$ cat src/riscvPkg.sv
package riscvPkg;

	localparam int XLEN = 32;
	localparam int REG_W = 5;
	localparam int IADDR_W = 12; // Byte address into instruction memory
	localparam int DMEM_WORDS = 1024;
	localparam int DADDR_W = $clog2(DMEM_WORDS);

	typedef logic [XLEN-1:0] word;
	typedef logic [REG_W-1:0] regAddr;
	typedef logic [IADDR_W-1:0] instAddr;
	typedef logic [DADDR_W-1:0] dataAddr;
	typedef logic [XLEN/8-1:0] byteEn;

	// Major opcodes, inst[6:0]
	localparam logic [6:0] OP_LUI = 7'b0110111;
	localparam logic [6:0] OP_AUIPC = 7'b0010111;
	localparam logic [6:0] OP_JAL = 7'b1101111;
	localparam logic [6:0] OP_JALR = 7'b1100111;
	localparam logic [6:0] OP_BRANCH = 7'b1100011;
	localparam logic [6:0] OP_LOAD = 7'b0000011;
	localparam logic [6:0] OP_STORE = 7'b0100011;
	localparam logic [6:0] OP_IMM = 7'b0010011;
	localparam logic [6:0] OP_REG = 7'b0110011;
	localparam logic [6:0] OP_SYSTEM = 7'b1110011;

	typedef enum logic [3:0] {
		ALU_ADD, ALU_SUB, ALU_SLL, ALU_SLT, ALU_SLTU, ALU_XOR,
		ALU_SRL, ALU_SRA, ALU_OR, ALU_AND,
		ALU_PASSB // LUI only
	} aluOp;

	typedef enum logic [2:0] {IMM_I, IMM_S, IMM_B, IMM_U, IMM_J} immSel;

	typedef enum logic [1:0] {WB_ALU, WB_MEM, WB_PC4} wbSel;

	typedef struct packed {
		logic regWrite;
		logic aluSrcImm; // Operand B from immediate
		logic aluSrcPc;  // Operand A from PC
		logic memWrite;
		logic memRead;
		logic memByte;   // LBU and SB
		logic isBranch;
		logic isJal;
		logic isJalr;
		logic isHalt;
		immSel immSel;
		aluOp alu;
		wbSel wb;
	} ctrl;

endpackage

$ cat src/regFile.sv
`timescale 1ns/1ps

module regFile import riscvPkg::*; (
	input logic CLK,
	input logic RSTn,
	input regAddr ra1,
	input regAddr ra2,
	input regAddr wa,
	output word rd1,
	output word rd2,
	input logic we,
	input word wd
);

	word regs [32];

	assign rd1 = regs[ra1];
	assign rd2 = regs[ra2];

	always_ff @(posedge CLK) begin
		if (RSTn) begin
			for (int i = 0; i < 32; i++)
				regs[i] <= '0;
		end else if (we && wa != '0) begin // x0 stays zero
			regs[wa] <= wd;
		end
	end

	x0Zero: assert property (@(posedge CLK) disable iff (RSTn)
		(ra1 == '0 -> rd1 == '0) && (ra2 == '0 -> rd2 == '0))
		else $error("x0 read nonzero");

endmodule

$ cat config.mk
export PLATFORM = sky130hd
export DESIGN_NAME = regFile
export DESIGN_NICKNAME = d
export VERILOG_FILES = /design/src/riscvPkg.sv /design/src/regFile.sv
export SDC_FILE = /design/constraint.sdc
export NUM_CORES = 2
export LEC_CHECK = 0
export ABC_CLOCK_PERIOD_IN_PS = 1800
export BUFFER_PORTS_ARGS = -buffer_cell sky130_fd_sc_hd__buf_2
export CORE_ASPECT_RATIO = 0.8
export CORE_MARGIN = 2
export CORE_UTILIZATION = 40
export CTS_CLUSTER_SIZE = 25
export DETAILED_ROUTE_END_ITERATION = 7
export PLACE_DENSITY_LB_ADDON = 0.25
export SETUP_SLACK_MARGIN = 0.3
export SLEW_MARGIN = 20
export SYNTH_ARGS = -nofsm -noshare
export SYNTH_HDL_FRONTEND = slang
export SYNTH_SLANG_ARGS = --single-unit
$ cat constraint.sdc
create_clock -name CLK -period 1.8 [get_ports CLK]
set_clock_uncertainty 0.15 [all_clocks]
set_input_delay 0.18 -clock CLK [delete_from_list [all_inputs] [get_ports CLK]]
set_output_delay 0.18 -clock CLK [all_outputs]
set_load 0.02 [all_outputs]
==> results.ini <==
[sta]
post-route-period-util=1.450
setup_tns_ns=-43.84
fin_ws_ns=-0.8094
setup_viol=64
fin_crit_ns=2.609
finalMaxSlewViolations=0
hold_viol=0
worst_pin_slew_ns=0.6228
max-slew-margin-rel=0.5848
max_freq_mhz=383.2
rsz0062_at_grt=true

[power]
internal_power_uw=43510
leakagePower_uw=0.02741
ir_worst_vdd_uv=950.0
p_switching_uw=16070
p_clk_frac=0.373
power_uw=59580
p_seq_frac=0.475
switching_share=0.2697
power_frac_comb=0.152
power_density_nw_per_um2=861.3

[synth]
postSynthCellCount=4605
synth_seq_cells=1024
seq_area_frac_synth=0.5501
netlist_area_um2=55900
synth.distinct_cells=29
yosysWarnings=0
syn_avg_cell_area_um2=12.14

[placed_design]
placedCellCount=6698
gp_congestion=0.8851
io_buffers=113
dp_slack_ns=-0.5827
dp_hpwl_um=138400

[floorplanning]
ios=114
rows=122
die_area_um2=142800
die_x_um=421.9
start_util=0.4037
die_h_um=338.4
coreArea_um2=138500

[clock_tree]
cts.htree.levels=3
clock_sinks=1024
numCtsBuffers=111
ctsRootBufferMaster=clkbuf_16
clk_pin_slew_worst_paths_ns=0.06
cts_tree=done
clockBufferDepth=3

[routing]
vias_per_cell=5.861
drt-total-wl_um=206100
drtPass1Iterations=5
top_layer=met4
ant_nets=1
vias=40770
drt_iter0_drc=5240
route.detailed.wl_per_inst_um=29.63
wl_met2_um=91570
post-route-drc-count=0
wl_met3_um=18280
wl_met1_um=88970

[global_routing]
grt_overflow=0
antenna_found_initial=19
grt_pass1_wl_um=292200
grt_pass1_vias=40090
grt_start_max_net_pins=49
gr-usage-all-layers=0.2821

[final_layout]
synthToLayoutAreaGrowth_pct=23.75
reg_top3=regs (1024)
largest_register_ffs=1024
fin_cells=6957
nets=5036
regMostFlops=regs
drive_above_1_share=0.2060
fin_util=0.4996

[worst_setup_path]
setup.worst_path.class=reg -> out
critical_path_arrival_ns=2.28
crit_family=compound AO/OA/AOI/OAI gates
path_cells=mux2i_1 > a22o_1 > nor3_2 > buf_4 > a31oi_4 > nand3_2 > buf_6
crit_required_ns=1.47
slowest_stage=edfxtp_1
cp_num_buf_inv=2
startpoint_type=flop
crit_path_max_incr_delay_ns=0.39
endpoint_kind=output port
path_max_fanout=2

[run_status]
status=complete, but fails checks
violations=antenna rules, setup timing

[run]
cap_viol_max_count=0

[hold_path]
hold_class=in -> reg

-- per-layer routing --
layer / global-route usage / up-vias
li1: - / 17630
met1: 0.4058 / 20680
met2: 0.4301 / 2088
met3: 0.04793 / 377
met4: 0.09483 / 0
met5: 0 / -
-- synthesized netlist by cell type --
library cell  count  area (um^2)
clkbuf_1        218        818.3
or3b_4            2        22.52
edfxtp_1       1024        30750
clkbuf_2          9        45.04
nor2_1           21        78.83
nand3b_1          3        22.52
a22oi_1         192         1441
a31oi_1          64        400.4
nor2b_1           5        31.28
nand3_2           1        10.01
buf_2           113        565.5
conb_1            1        3.750
a21oi_1         192        960.9
and2_1          994         6218
nor2_2            7        43.79
clkbuf_4          7        52.55
nand3_1         193        965.9
nand2_1         196        735.7
buf_6            12        135.1
nor3_1           64        320.3
buf_1            24        90.09
or2_2            33        206.5
nor2_4            7        78.83
mux2i_1        1024        10250
a22o_1          128         1121
nand2b_1          5        31.28
or3_1             2        12.51
nand3b_2          1        11.26
buf_4            63        473.0
-- cell type report --
| type | count | area, um^2 |
|---|---|---|
| clock inverters | 68 | 571.8 |
| repair buffers | 683 | 7810 |
| well taps | 1860 | 2327 |
| multi-input cells | 3166 | 24790 |
| diodes | 19 | 47.55 |
| fillers | 12020 | 69280 |
| clock buffers | 137 | 2875 |
| flip-flops and latches | 1024 | 30750 |
-- timing repair --
item	CTS	global route
endpoints found under the hold margin	1003	0
endpoints found under the setup margin	64	64
hold buffers	33	0
resized for setup	311	24
pin swaps	114	73
buffers inserted	0	2
-- through the flow --
stage	cell area [um^2]	hold slack [ns]
global route	69140	0.07750
detailed placement	63630	0.6073
CTS	68990	0.06341
global placement	63630	0.6002
finish	69170	0.1040
floorplan	56420	0.2282
-- cell usage in the layout, fill, tap and decap left out, types with 49 or more instances in the layout --
cell type / synthesis / routed
edfxtp_1: 1024 / 1024
mux2i_1: 1024 / 1023
and2_1: 994 / 992
buf_4: 63 / 335
buf_12: 0 / 196
nand2_1: 196 / 193
a22oi_1: 192 / 192
a21oi_1: 192 / 192
nand3_1: 193 / 133
a22o_1: 128 / 128
clkbuf_16: 0 / 111
buf_6: 12 / 68
buf_2: 113 / 49
-- cells by family after synthesis --
group                  count (synthesis)  synth area share
AOI/OAI and AO/OA                    576           0.07020
buffers and inverters                446           0.03899
muxes                               1024            0.1834
DFF                                 1024            0.5501
other                                  1        0.00006709
and+or+nand+nor                     1534            0.1573
-- path summary, 6_finish.rpt --
path / start / end / slack, ns / depth (start not counted)
worst max-delay path: regs[2][15]$_SDFFCE_PN0P_ / rd2[15] / -0.81 / 7
worst min-delay path: RSTn / regs[0][5]$_SDFFCE_PN0P_ / 0.10 / 4
-- power by group through the flow --
stage               Sequential (uW)  Clock, uW  Combinational (uW)
finish                        28300      22200                9060
global route                  28400      23300                9430
CTS                           28200      22400                8900
global placement              28700          0                8050
detailed placement            28700          0                8100
floorplan                     28500          0                4450
(Power assumes the default switching activity.)
