File: config.mk
export PLATFORM = sky130hd
export DESIGN_NAME = riscvCore
export DESIGN_NICKNAME = d
export VERILOG_FILES = /design/src/riscvPkg.sv /design/src/alu.sv /design/src/control.sv /design/src/immGen.sv /design/src/riscvCore.sv
export SDC_FILE = /design/constraint.sdc
export NUM_CORES = 1
export LEC_CHECK = 0
export BUFFER_PORTS_ARGS = -buffer_cell sky130_fd_sc_hd__buf_4
export CORE_ASPECT_RATIO = 2
export CORE_MARGIN = 3
export CORE_UTILIZATION = 40
export CTS_CLUSTER_SIZE = 16
export DETAILED_ROUTE_END_ITERATION = 12
export HOLD_SLACK_MARGIN = 0.06
export PLACE_DENSITY_LB_ADDON = 0.05
export REMOVE_ABC_BUFFERS = 1
export SLEW_MARGIN = 20
export SYNTH_ARGS = -nofsm -noshare
export SYNTH_HDL_FRONTEND = slang
export SYNTH_HIERARCHICAL = 1
export SYNTH_SLANG_ARGS = --single-unit
File: constraint.sdc
create_clock -name CLK -period 20 [get_ports CLK]
set_input_delay 1 -clock CLK [delete_from_list [all_inputs] [get_ports CLK]]
set_output_delay 1 -clock CLK [all_outputs]
set_load 0.05 [all_outputs]
File: src/riscvPkg.sv
package riscvPkg;

	localparam int XLEN = 32;
	localparam int REG_W = 5;
	localparam int IADDR_W = 12; // Byte address into instruction memory
	localparam int DMEM_WORDS = 1024;
	localparam int DADDR_W = $clog2(DMEM_WORDS);

	typedef logic [XLEN-1:0] word;
	typedef logic [REG_W-1:0] regAddr;
	typedef logic [IADDR_W-1:0] instAddr;
	typedef logic [DADDR_W-1:0] dataAddr;
	typedef logic [XLEN/8-1:0] byteEn;

	// Major opcodes, inst[6:0]
	localparam logic [6:0] OP_LUI = 7'b0110111;
	localparam logic [6:0] OP_AUIPC = 7'b0010111;
	localparam logic [6:0] OP_JAL = 7'b1101111;
	localparam logic [6:0] OP_JALR = 7'b1100111;
	localparam logic [6:0] OP_BRANCH = 7'b1100011;
	localparam logic [6:0] OP_LOAD = 7'b0000011;
	localparam logic [6:0] OP_STORE = 7'b0100011;
	localparam logic [6:0] OP_IMM = 7'b0010011;
	localparam logic [6:0] OP_REG = 7'b0110011;
	localparam logic [6:0] OP_SYSTEM = 7'b1110011;

	typedef enum logic [3:0] {
		ALU_ADD, ALU_SUB, ALU_SLL, ALU_SLT, ALU_SLTU, ALU_XOR,
		ALU_SRL, ALU_SRA, ALU_OR, ALU_AND,
		ALU_PASSB // LUI only
	} aluOp;

	typedef enum logic [2:0] {IMM_I, IMM_S, IMM_B, IMM_U, IMM_J} immSel;

	typedef enum logic [1:0] {WB_ALU, WB_MEM, WB_PC4} wbSel;

	typedef struct packed {
		logic regWrite;
		logic aluSrcImm; // Operand B from immediate
		logic aluSrcPc;  // Operand A from PC
		logic memWrite;
		logic memRead;
		logic memByte;   // LBU and SB
		logic isBranch;
		logic isJal;
		logic isJalr;
		logic isHalt;
		immSel immSel;
		aluOp alu;
		wbSel wb;
	} ctrl;

endpackage

File: src/alu.sv
`timescale 1ns/1ps

module alu import riscvPkg::*; (
	input word a,
	input word b,
	input aluOp op,
	input logic [2:0] funct3,
	output word result,
	output logic taken
);

	logic eq;
	logic lt;
	logic ltu;
	logic [4:0] shamt;

	assign eq = (a == b);
	assign lt = ($signed(a) < $signed(b));
	assign ltu = (a < b);
	assign shamt = b[4:0];

	always_comb begin
		case (op)
			ALU_SUB: result = a - b;
			ALU_SLL: result = a << shamt;
			ALU_SLT: result = word'(lt);
			ALU_SLTU: result = word'(ltu);
			ALU_XOR: result = a ^ b;
			ALU_SRL: result = a >> shamt;
			ALU_SRA: result = $signed(a) >>> shamt;
			ALU_OR: result = a | b;
			ALU_AND: result = a & b;
			ALU_PASSB: result = b;
			default: result = a + b;
		endcase
	end

	// Compare picked by op, funct3[0] flips it for BNE BGE BGEU
	always_comb begin
		case (op)
			ALU_SLT: taken = lt ^ funct3[0];
			ALU_SLTU: taken = ltu ^ funct3[0];
			default: taken = eq ^ funct3[0];
		endcase
	end

endmodule

File: src/control.sv
`timescale 1ns/1ps

module control import riscvPkg::*; (
	input word inst,
	output ctrl ctl
);

	logic [6:0] opcode;
	logic [2:0] funct3;
	logic alt; // funct7 bit 5

	assign opcode = inst[6:0];
	assign funct3 = inst[14:12];
	assign alt = inst[30];

	function automatic aluOp arithOp(input logic [2:0] f3, input logic sub);
		case (f3)
			3'b000: arithOp = sub ? ALU_SUB : ALU_ADD;
			3'b001: arithOp = ALU_SLL;
			3'b010: arithOp = ALU_SLT;
			3'b011: arithOp = ALU_SLTU;
			3'b100: arithOp = ALU_XOR;
			3'b101: arithOp = sub ? ALU_SRA : ALU_SRL;
			3'b110: arithOp = ALU_OR;
			default: arithOp = ALU_AND;
		endcase
	endfunction

	always_comb begin
		ctl = '0; // No-op that writes nothing
		ctl.immSel = IMM_I;
		ctl.alu = ALU_ADD;
		ctl.wb = WB_ALU;
		case (opcode)
			OP_LUI: begin
				ctl.regWrite = 1'b1;
				ctl.aluSrcImm = 1'b1;
				ctl.immSel = IMM_U;
				ctl.alu = ALU_PASSB;
			end
			OP_AUIPC: begin
				ctl.regWrite = 1'b1;
				ctl.aluSrcImm = 1'b1;
				ctl.aluSrcPc = 1'b1;
				ctl.immSel = IMM_U;
			end
			OP_JAL: begin
				ctl.regWrite = 1'b1;
				ctl.isJal = 1'b1;
				ctl.immSel = IMM_J;
				ctl.wb = WB_PC4;
			end
			OP_JALR: begin
				ctl.regWrite = 1'b1;
				ctl.isJalr = 1'b1;
				ctl.aluSrcImm = 1'b1;
				ctl.wb = WB_PC4;
			end
			OP_BRANCH: begin
				ctl.isBranch = 1'b1;
				ctl.immSel = IMM_B;
				// funct3[0] is the inverted sense, applied in the ALU
				case (funct3[2:1])
					2'b10: ctl.alu = ALU_SLT;
					2'b11: ctl.alu = ALU_SLTU;
					default: ctl.alu = ALU_SUB; // BEQ and BNE
				endcase
			end
			OP_LOAD: begin
				ctl.regWrite = 1'b1;
				ctl.memRead = 1'b1;
				ctl.aluSrcImm = 1'b1;
				ctl.memByte = funct3[2]; // LBU
				ctl.wb = WB_MEM;
			end
			OP_STORE: begin
				ctl.memWrite = 1'b1;
				ctl.aluSrcImm = 1'b1;
				ctl.immSel = IMM_S;
				ctl.memByte = (funct3[1:0] == 2'b00); // SB
			end
			OP_IMM: begin
				ctl.regWrite = 1'b1;
				ctl.aluSrcImm = 1'b1;
				ctl.alu = arithOp(funct3, alt && funct3 == 3'b101); // Only SRAI uses bit 30
			end
			OP_REG: begin
				ctl.regWrite = 1'b1;
				ctl.alu = arithOp(funct3, alt);
			end
			OP_SYSTEM: ctl.isHalt = (inst[31:20] == 12'h001); // EBREAK
			default: ;
		endcase
	end

endmodule

File: src/immGen.sv
`timescale 1ns/1ps

module immGen import riscvPkg::*; (
	input word inst,
	input immSel sel,
	output word imm
);

	logic sign;

	assign sign = inst[31];

	always_comb begin
		case (sel)
			IMM_S: imm = {{20{sign}}, inst[31:25], inst[11:7]};
			IMM_B: imm = {{19{sign}}, inst[31], inst[7], inst[30:25], inst[11:8], 1'b0};
			IMM_U: imm = {inst[31:12], 12'b0};
			IMM_J: imm = {{11{sign}}, inst[31], inst[19:12], inst[20], inst[30:21], 1'b0};
			default: imm = {{20{sign}}, inst[31:20]}; // I format
		endcase
	end

endmodule

File: src/riscvCore.sv
`timescale 1ns/1ps

module riscvCore import riscvPkg::*; (
	input logic CLK,
	input logic RSTn,

	output logic instCsn,
	output riscvPkg::instAddr instAddr,
	input word instData,

	output logic dataCsn,
	output logic dataWe,
	output riscvPkg::dataAddr dataAddr,
	output byteEn dataBe,
	output word dataOut,
	input word dataIn,

	output regAddr rfRa1,
	output regAddr rfRa2,
	output regAddr rfWa,
	input word rfRd1,
	input word rfRd2,
	output logic rfWe,
	output word rfWd,

	output logic halt,
	output word numInst,
	output word outputPort
);

	ctrl ctl;
	word imm;
	word aluA;
	word aluB;
	word aluResult;
	logic taken;
	logic halted;
	word loadData;
	logic [7:0] loadByte;
	logic [IADDR_W-1:0] pcPlus4;
	logic [IADDR_W-1:0] pcTarget;
	logic [IADDR_W-1:0] nextPc;

	control uControl (.inst(instData), .ctl(ctl));

	immGen uImmGen (.inst(instData), .sel(ctl.immSel), .imm(imm));

	assign aluA = ctl.aluSrcPc ? word'(instAddr) : rfRd1; // AUIPC
	assign aluB = ctl.aluSrcImm ? imm : rfRd2;

	alu uAlu (
		.a(aluA),
		.b(aluB),
		.op(ctl.alu),
		.funct3(instData[14:12]),
		.result(aluResult),
		.taken(taken)
	);

	assign halt = halted | ctl.isHalt;
	assign instCsn = halted;

	assign rfRa1 = instData[19:15];
	assign rfRa2 = instData[24:20];
	assign rfWa = instData[11:7];
	assign rfWe = ctl.regWrite & ~halt;

	// Data side, word address from the ALU sum
	assign dataCsn = ~(ctl.memRead | ctl.memWrite) | halt;
	assign dataWe = ctl.memWrite & ~halt;
	assign dataAddr = aluResult[11:2];
	assign dataBe = ctl.memByte ? byteEn'(4'b0001 << aluResult[1:0]) : 4'b1111;
	assign dataOut = ctl.memByte ? {4{rfRd2[7:0]}} : rfRd2; // Byte copied to every lane

	assign loadByte = dataIn[8*aluResult[1:0] +: 8];
	assign loadData = ctl.memByte ? word'(loadByte) : dataIn;

	assign pcPlus4 = instAddr + 12'd4;
	assign pcTarget = instAddr + imm[IADDR_W-1:0];

	always_comb begin
		if (ctl.isJalr)
			nextPc = aluResult[IADDR_W-1:0] & ~12'h001;
		else if (ctl.isJal || (ctl.isBranch && taken))
			nextPc = pcTarget;
		else
			nextPc = pcPlus4;
	end

	always_comb begin
		case (ctl.wb)
			WB_MEM: rfWd = loadData;
			WB_PC4: rfWd = word'(pcPlus4); // Link address
			default: rfWd = aluResult;
		endcase
	end

	assign outputPort = rfWd;

	always_ff @(posedge CLK) begin
		if (RSTn) begin
			instAddr <= '0;
			halted <= 1'b0;
			numInst <= '0;
		end else begin
			halted <= halt; // Sticky once EBREAK is seen
			if (!halt) begin
				instAddr <= nextPc;
				numInst <= numInst + 1;
			end
		end
	end

	pcAligned: assert property (@(posedge CLK) disable iff (RSTn) instAddr[1:0] == 2'b00)
		else $error("PC not word aligned");

	// Nothing may be written once the core has stopped
	haltFreeze: assert property (@(posedge CLK) disable iff (RSTn)
		halt |=> halt && !rfWe && !dataWe)
		else $error("Write after halt");

endmodule

==> impl_metrics.env <==
export IMPL_status="complete, no violations"
export IMPL_numClockSinks=45
export IMPL_synth_edff_count=0
export IMPL_max_cap_viol_count=0
export IMPL_clockBufferDepth=2
export IMPL_clk_insertion_delay_late_ns=0.30
export IMPL_synth_cell_type_count=98
export IMPL_p_per_area_nw_per_um2=49.3
export IMPL_synth_top_area_share_pct=9.49
export IMPL_async_reset_ff_share_pct=0
export IMPL_drt_met1_wl_mm=27.1
export IMPL_yosysSeqAreaShare_pct=6.10
export IMPL_track_usage_pct=40.7
export IMPL_synth_avg_cell_area_um2=6.61
export IMPL_fin_worst_skew_ns=0.00651
export IMPL_hpwl_mm=68.2
export IMPL_finalSetupViolCount=0
export IMPL_wl_met2_mm=40.7
export IMPL_synth_ff_type="dfxtp_1"
export IMPL_port_buffer_count=303
export IMPL_cts_resized=0
export IMPL_period_needed_ns=9.56
export IMPL_worstPathRequired_ns=19.00
export IMPL_grt_pass1_wl_mm=120
export IMPL_final_nets=2613
export IMPL_start_util_pct=40.5
export IMPL_wl_met3_mm=6.40
export IMPL_vias=18600
export IMPL_relSlewSlack_pct=16.4
export IMPL_rsz0062_at_grt="no"
export IMPL_tightest_slew_ns=1.24
export IMPL_top_layer_used="met4"
export IMPL_viasPerCell=6.60
export IMPL_grt_start_max_net_pins=69
export IMPL_path_cells="buf_4 -> nand2_1 -> or2_0 -> nor3_4 -> and4bb_2 -> a21oi_1 -> o21ai_0 -> mux2_4 -> buf_4 -> fa_1 -> nor2_1 -> o311a_1 -> o311ai_1 -> or2_2 -> a21oi_2 -> a2111oi_0 -> o31ai_1 -> a31oi_1 -> clkinv_1 -> o22ai_1 -> a21oi_1 -> a211oi_1 -> a21oi_1 -> buf_4"
export IMPL_ys_warn_count=6
export IMPL_end_kind="primary output"
export IMPL_cts_setup_buffers=0
export IMPL_cts_tree="built"
export IMPL_die_y_um=278
export IMPL_worst_setup_path_type="in2out"
export IMPL_die_width_um=142
export IMPL_clkTransAtPathRegs_ns=0.06
export IMPL_diodes=0
export IMPL_remaining_drc_errors=0
export IMPL_cpLargestDelayFamily="compound AO/OA/AOI/OAI gates"
export IMPL_crit_path_top_delay_cell="nor3_4"
export IMPL_grt_pass1_vias=17900
export IMPL_hold_class="reg2reg"
export IMPL_io_pins=304
export IMPL_grt_overflow=0
export IMPL_grt_antenna_before_repair=0
export IMPL_worst_ep_arrival_time_ns=8.56
export IMPL_nFillCells=3938
export IMPL_first_iter_violations=1780
export IMPL_cts_root_buffer="clkbuf_16"
export IMPL_ir_drop_mv=0.0648
export IMPL_cp_buffers_inverters=4
export IMPL_row_count=99
export IMPL_area_growth_pct=15.9
export IMPL_max_stage_delay_ns=0.75
export IMPL_post_route_period_util_pct=47.8
export IMPL_dieArea_um2=39400
export IMPL_cts_buffers=5
export IMPL_drive_gt1_share_pct=19.8
export IMPL_max_freq_ghz=0.105
export IMPL_synth_area_um2=14800
export IMPL_gp_congestion=1.05
export IMPL_post_synth_most_frequent_cells="238 x nand2_1, 204 x nor2_1, 183 x o21ai_0"
export IMPL_post_drt_wl_per_cell_um=30.1
export IMPL_cellLeakagePower_nw=7.38
export IMPL_hold_buffers=0
export IMPL_hold_violations=0
export IMPL_ys_ff_latch=45
export IMPL_synth_most_common_cell="nand2_1"
export IMPL_cp_start_kind="input port"
export IMPL_yosys_area_top_type="ha_1"
export IMPL_ant_nets=0
export IMPL_coreArea_um2=36400
export IMPL_firstDrtPassIters=7
export IMPL_fin_ws_ns=10.44
export IMPL_path_max_fanout=57
export IMPL_tns_ns=0
export IMPL_slew_viol_final=0
export IMPL_synthTopCellsByArea="ha_1 9.5%, o21ai_0 6.2%, dfxtp_1 6.1%, nand2_1 6.0%, a21oi_1 5.7%"
export IMPL_h_tree_depth=2
export IMPL_dp_slack_ns=10.39
export IMPL_postRouteWirelength_mm=84.9
export IMPL_synth_cells=2235
-- kinds of logic (layout without fill, tap and decap cells) --
| family | Yosys count | after routing | share of synthesized area, % |
|---|---|---|---|
| compound gates | 745 | 745 | 32.7 |
| xor+xnor | 40 | 40 | 2.37 |
| fa+ha+maj | 115 | 115 | 9.90 |
| buf+inv | 378 | 512 | 11.6 |
| flops | 45 | 45 | 6.10 |
| mux | 139 | 139 | 11.7 |
| simple gates | 773 | 773 | 25.7 |
-- through the flow --
stage / instance area, um^2 / hold WS (ns) / std cells / power [W] / utilization [%]
4_1_cts: 17100 / 0.502 / 2823 / 0.000834 / 47.0
6_report: 17100 / 0.498 / 2823 / 0.000844 / 47.0
5_1_grt: 17100 / 0.529 / 2823 / 0.000877 / 47.0
2_1_floorplan: 13600 / 0.697 / 2012 / 0.000491 / -
3_3_place_gp: 16900 / 0.474 / 2815 / 0.000731 / 46.5
3_5_place_dp: 16900 / 0.493 / 2815 / 0.000732 / 46.5
-- path summary, 6_finish.rpt --
| check | from | endpoint | cells after the start | slack [ns] |
|---|---|---|---|---|
| worst max-delay path | instData[1] | outputPort[5] | 24 | 10.44 |
| worst max register to register | instAddr[11]$_SDFFE_PP0N_ | instAddr[5]$_SDFFE_PP0N_ | 17 | 14.55 |
| worst min register to register | numInst[31]$_SDFFE_PP0N_ | numInst[31]$_SDFFE_PP0N_ | 2 | 0.50 |
| worst min-delay path | numInst[31]$_SDFFE_PP0N_ | numInst[31]$_SDFFE_PP0N_ | 2 | 0.50 |
-- worst reg2reg max path: cells and delay by family, from the launching register on --
| family | cells | cell delay, ns |
|---|---|---|
| AO/OA/AOI/OAI | 9 | 2.16 |
| AND/OR/NAND/NOR | 3 | 1.39 |
| buffers and inverters | 2 | 0.28 |
| XOR/XNOR | 1 | 0.29 |
| adder cells (fa/ha/maj) | 1 | 0.39 |
| flip-flops | 1 | 0.45 |
| multiplexers | 1 | 0.41 |
-- final cells by class --
| type | instances | area, um^2 | area share (%) |
|---|---|---|---|
| well taps | 454 | 568 | 3.32 |
| inverters | 155 | 582 | 3.40 |
| repair buffers | 349 | 2620 | 15.3 |
| flip-flops and latches | 45 | 901 | 5.26 |
| clock buffers | 6 | 129 | 0.753 |
| clock inverters | 2 | 38.8 | 0.227 |
| multi-input cells | 1812 | 12300 | 71.7 |
-- flip-flops by register name, indices dropped and copies added, names as in the netlist --
register,flops
numInst,32
instCsn,1
instAddr,12
-- report_power, final --
group | total [W] | switching, W | internal [W]
clock | 0.0000992 | 0.0000398 | 0.0000594
sequential | 0.0000945 | 0.00000352 | 0.0000910
combinational | 0.000650 | 0.000453 | 0.000198
-- metal layers --
layer	vias up	global-route usage, %
li1	8374	-
met1	8696	40.8
met2	1137	69.8
met3	426	6.49
met4	0	38.0
met5	-	0
-- cell usage in the layout, fill, tap and decap left out, types with 23 or more instances in the layout --
| cell type | Yosys | routed |
|---|---|---|
| nand2b_1 | 23 | 23 |
| xnor2_1 | 31 | 31 |
| o21ai_1 | 25 | 27 |
| dfxtp_1 | 45 | 45 |
| a21o_1 | 29 | 29 |
| inv_1 | 147 | 147 |
| o211ai_1 | 26 | 26 |
| nor2_1 | 204 | 203 |
| a21oi_1 | 169 | 169 |
| buf_4 | 60 | 349 |
| o31ai_1 | 23 | 23 |
| a31oi_1 | 24 | 23 |
| nor3_1 | 55 | 51 |
| o21ai_0 | 183 | 181 |
| nand3_1 | 54 | 54 |
| nor2b_1 | 49 | 48 |
| a211oi_1 | 39 | 39 |
| ha_1 | 112 | 111 |
| a221oi_1 | 32 | 32 |
| nand2_1 | 238 | 238 |
| o22ai_1 | 32 | 32 |
| mux2_2 | 43 | 42 |
| mux2i_1 | 66 | 66 |
| or3_1 | 23 | 23 |
Note: power is estimated with default switching activity, not from simulation.
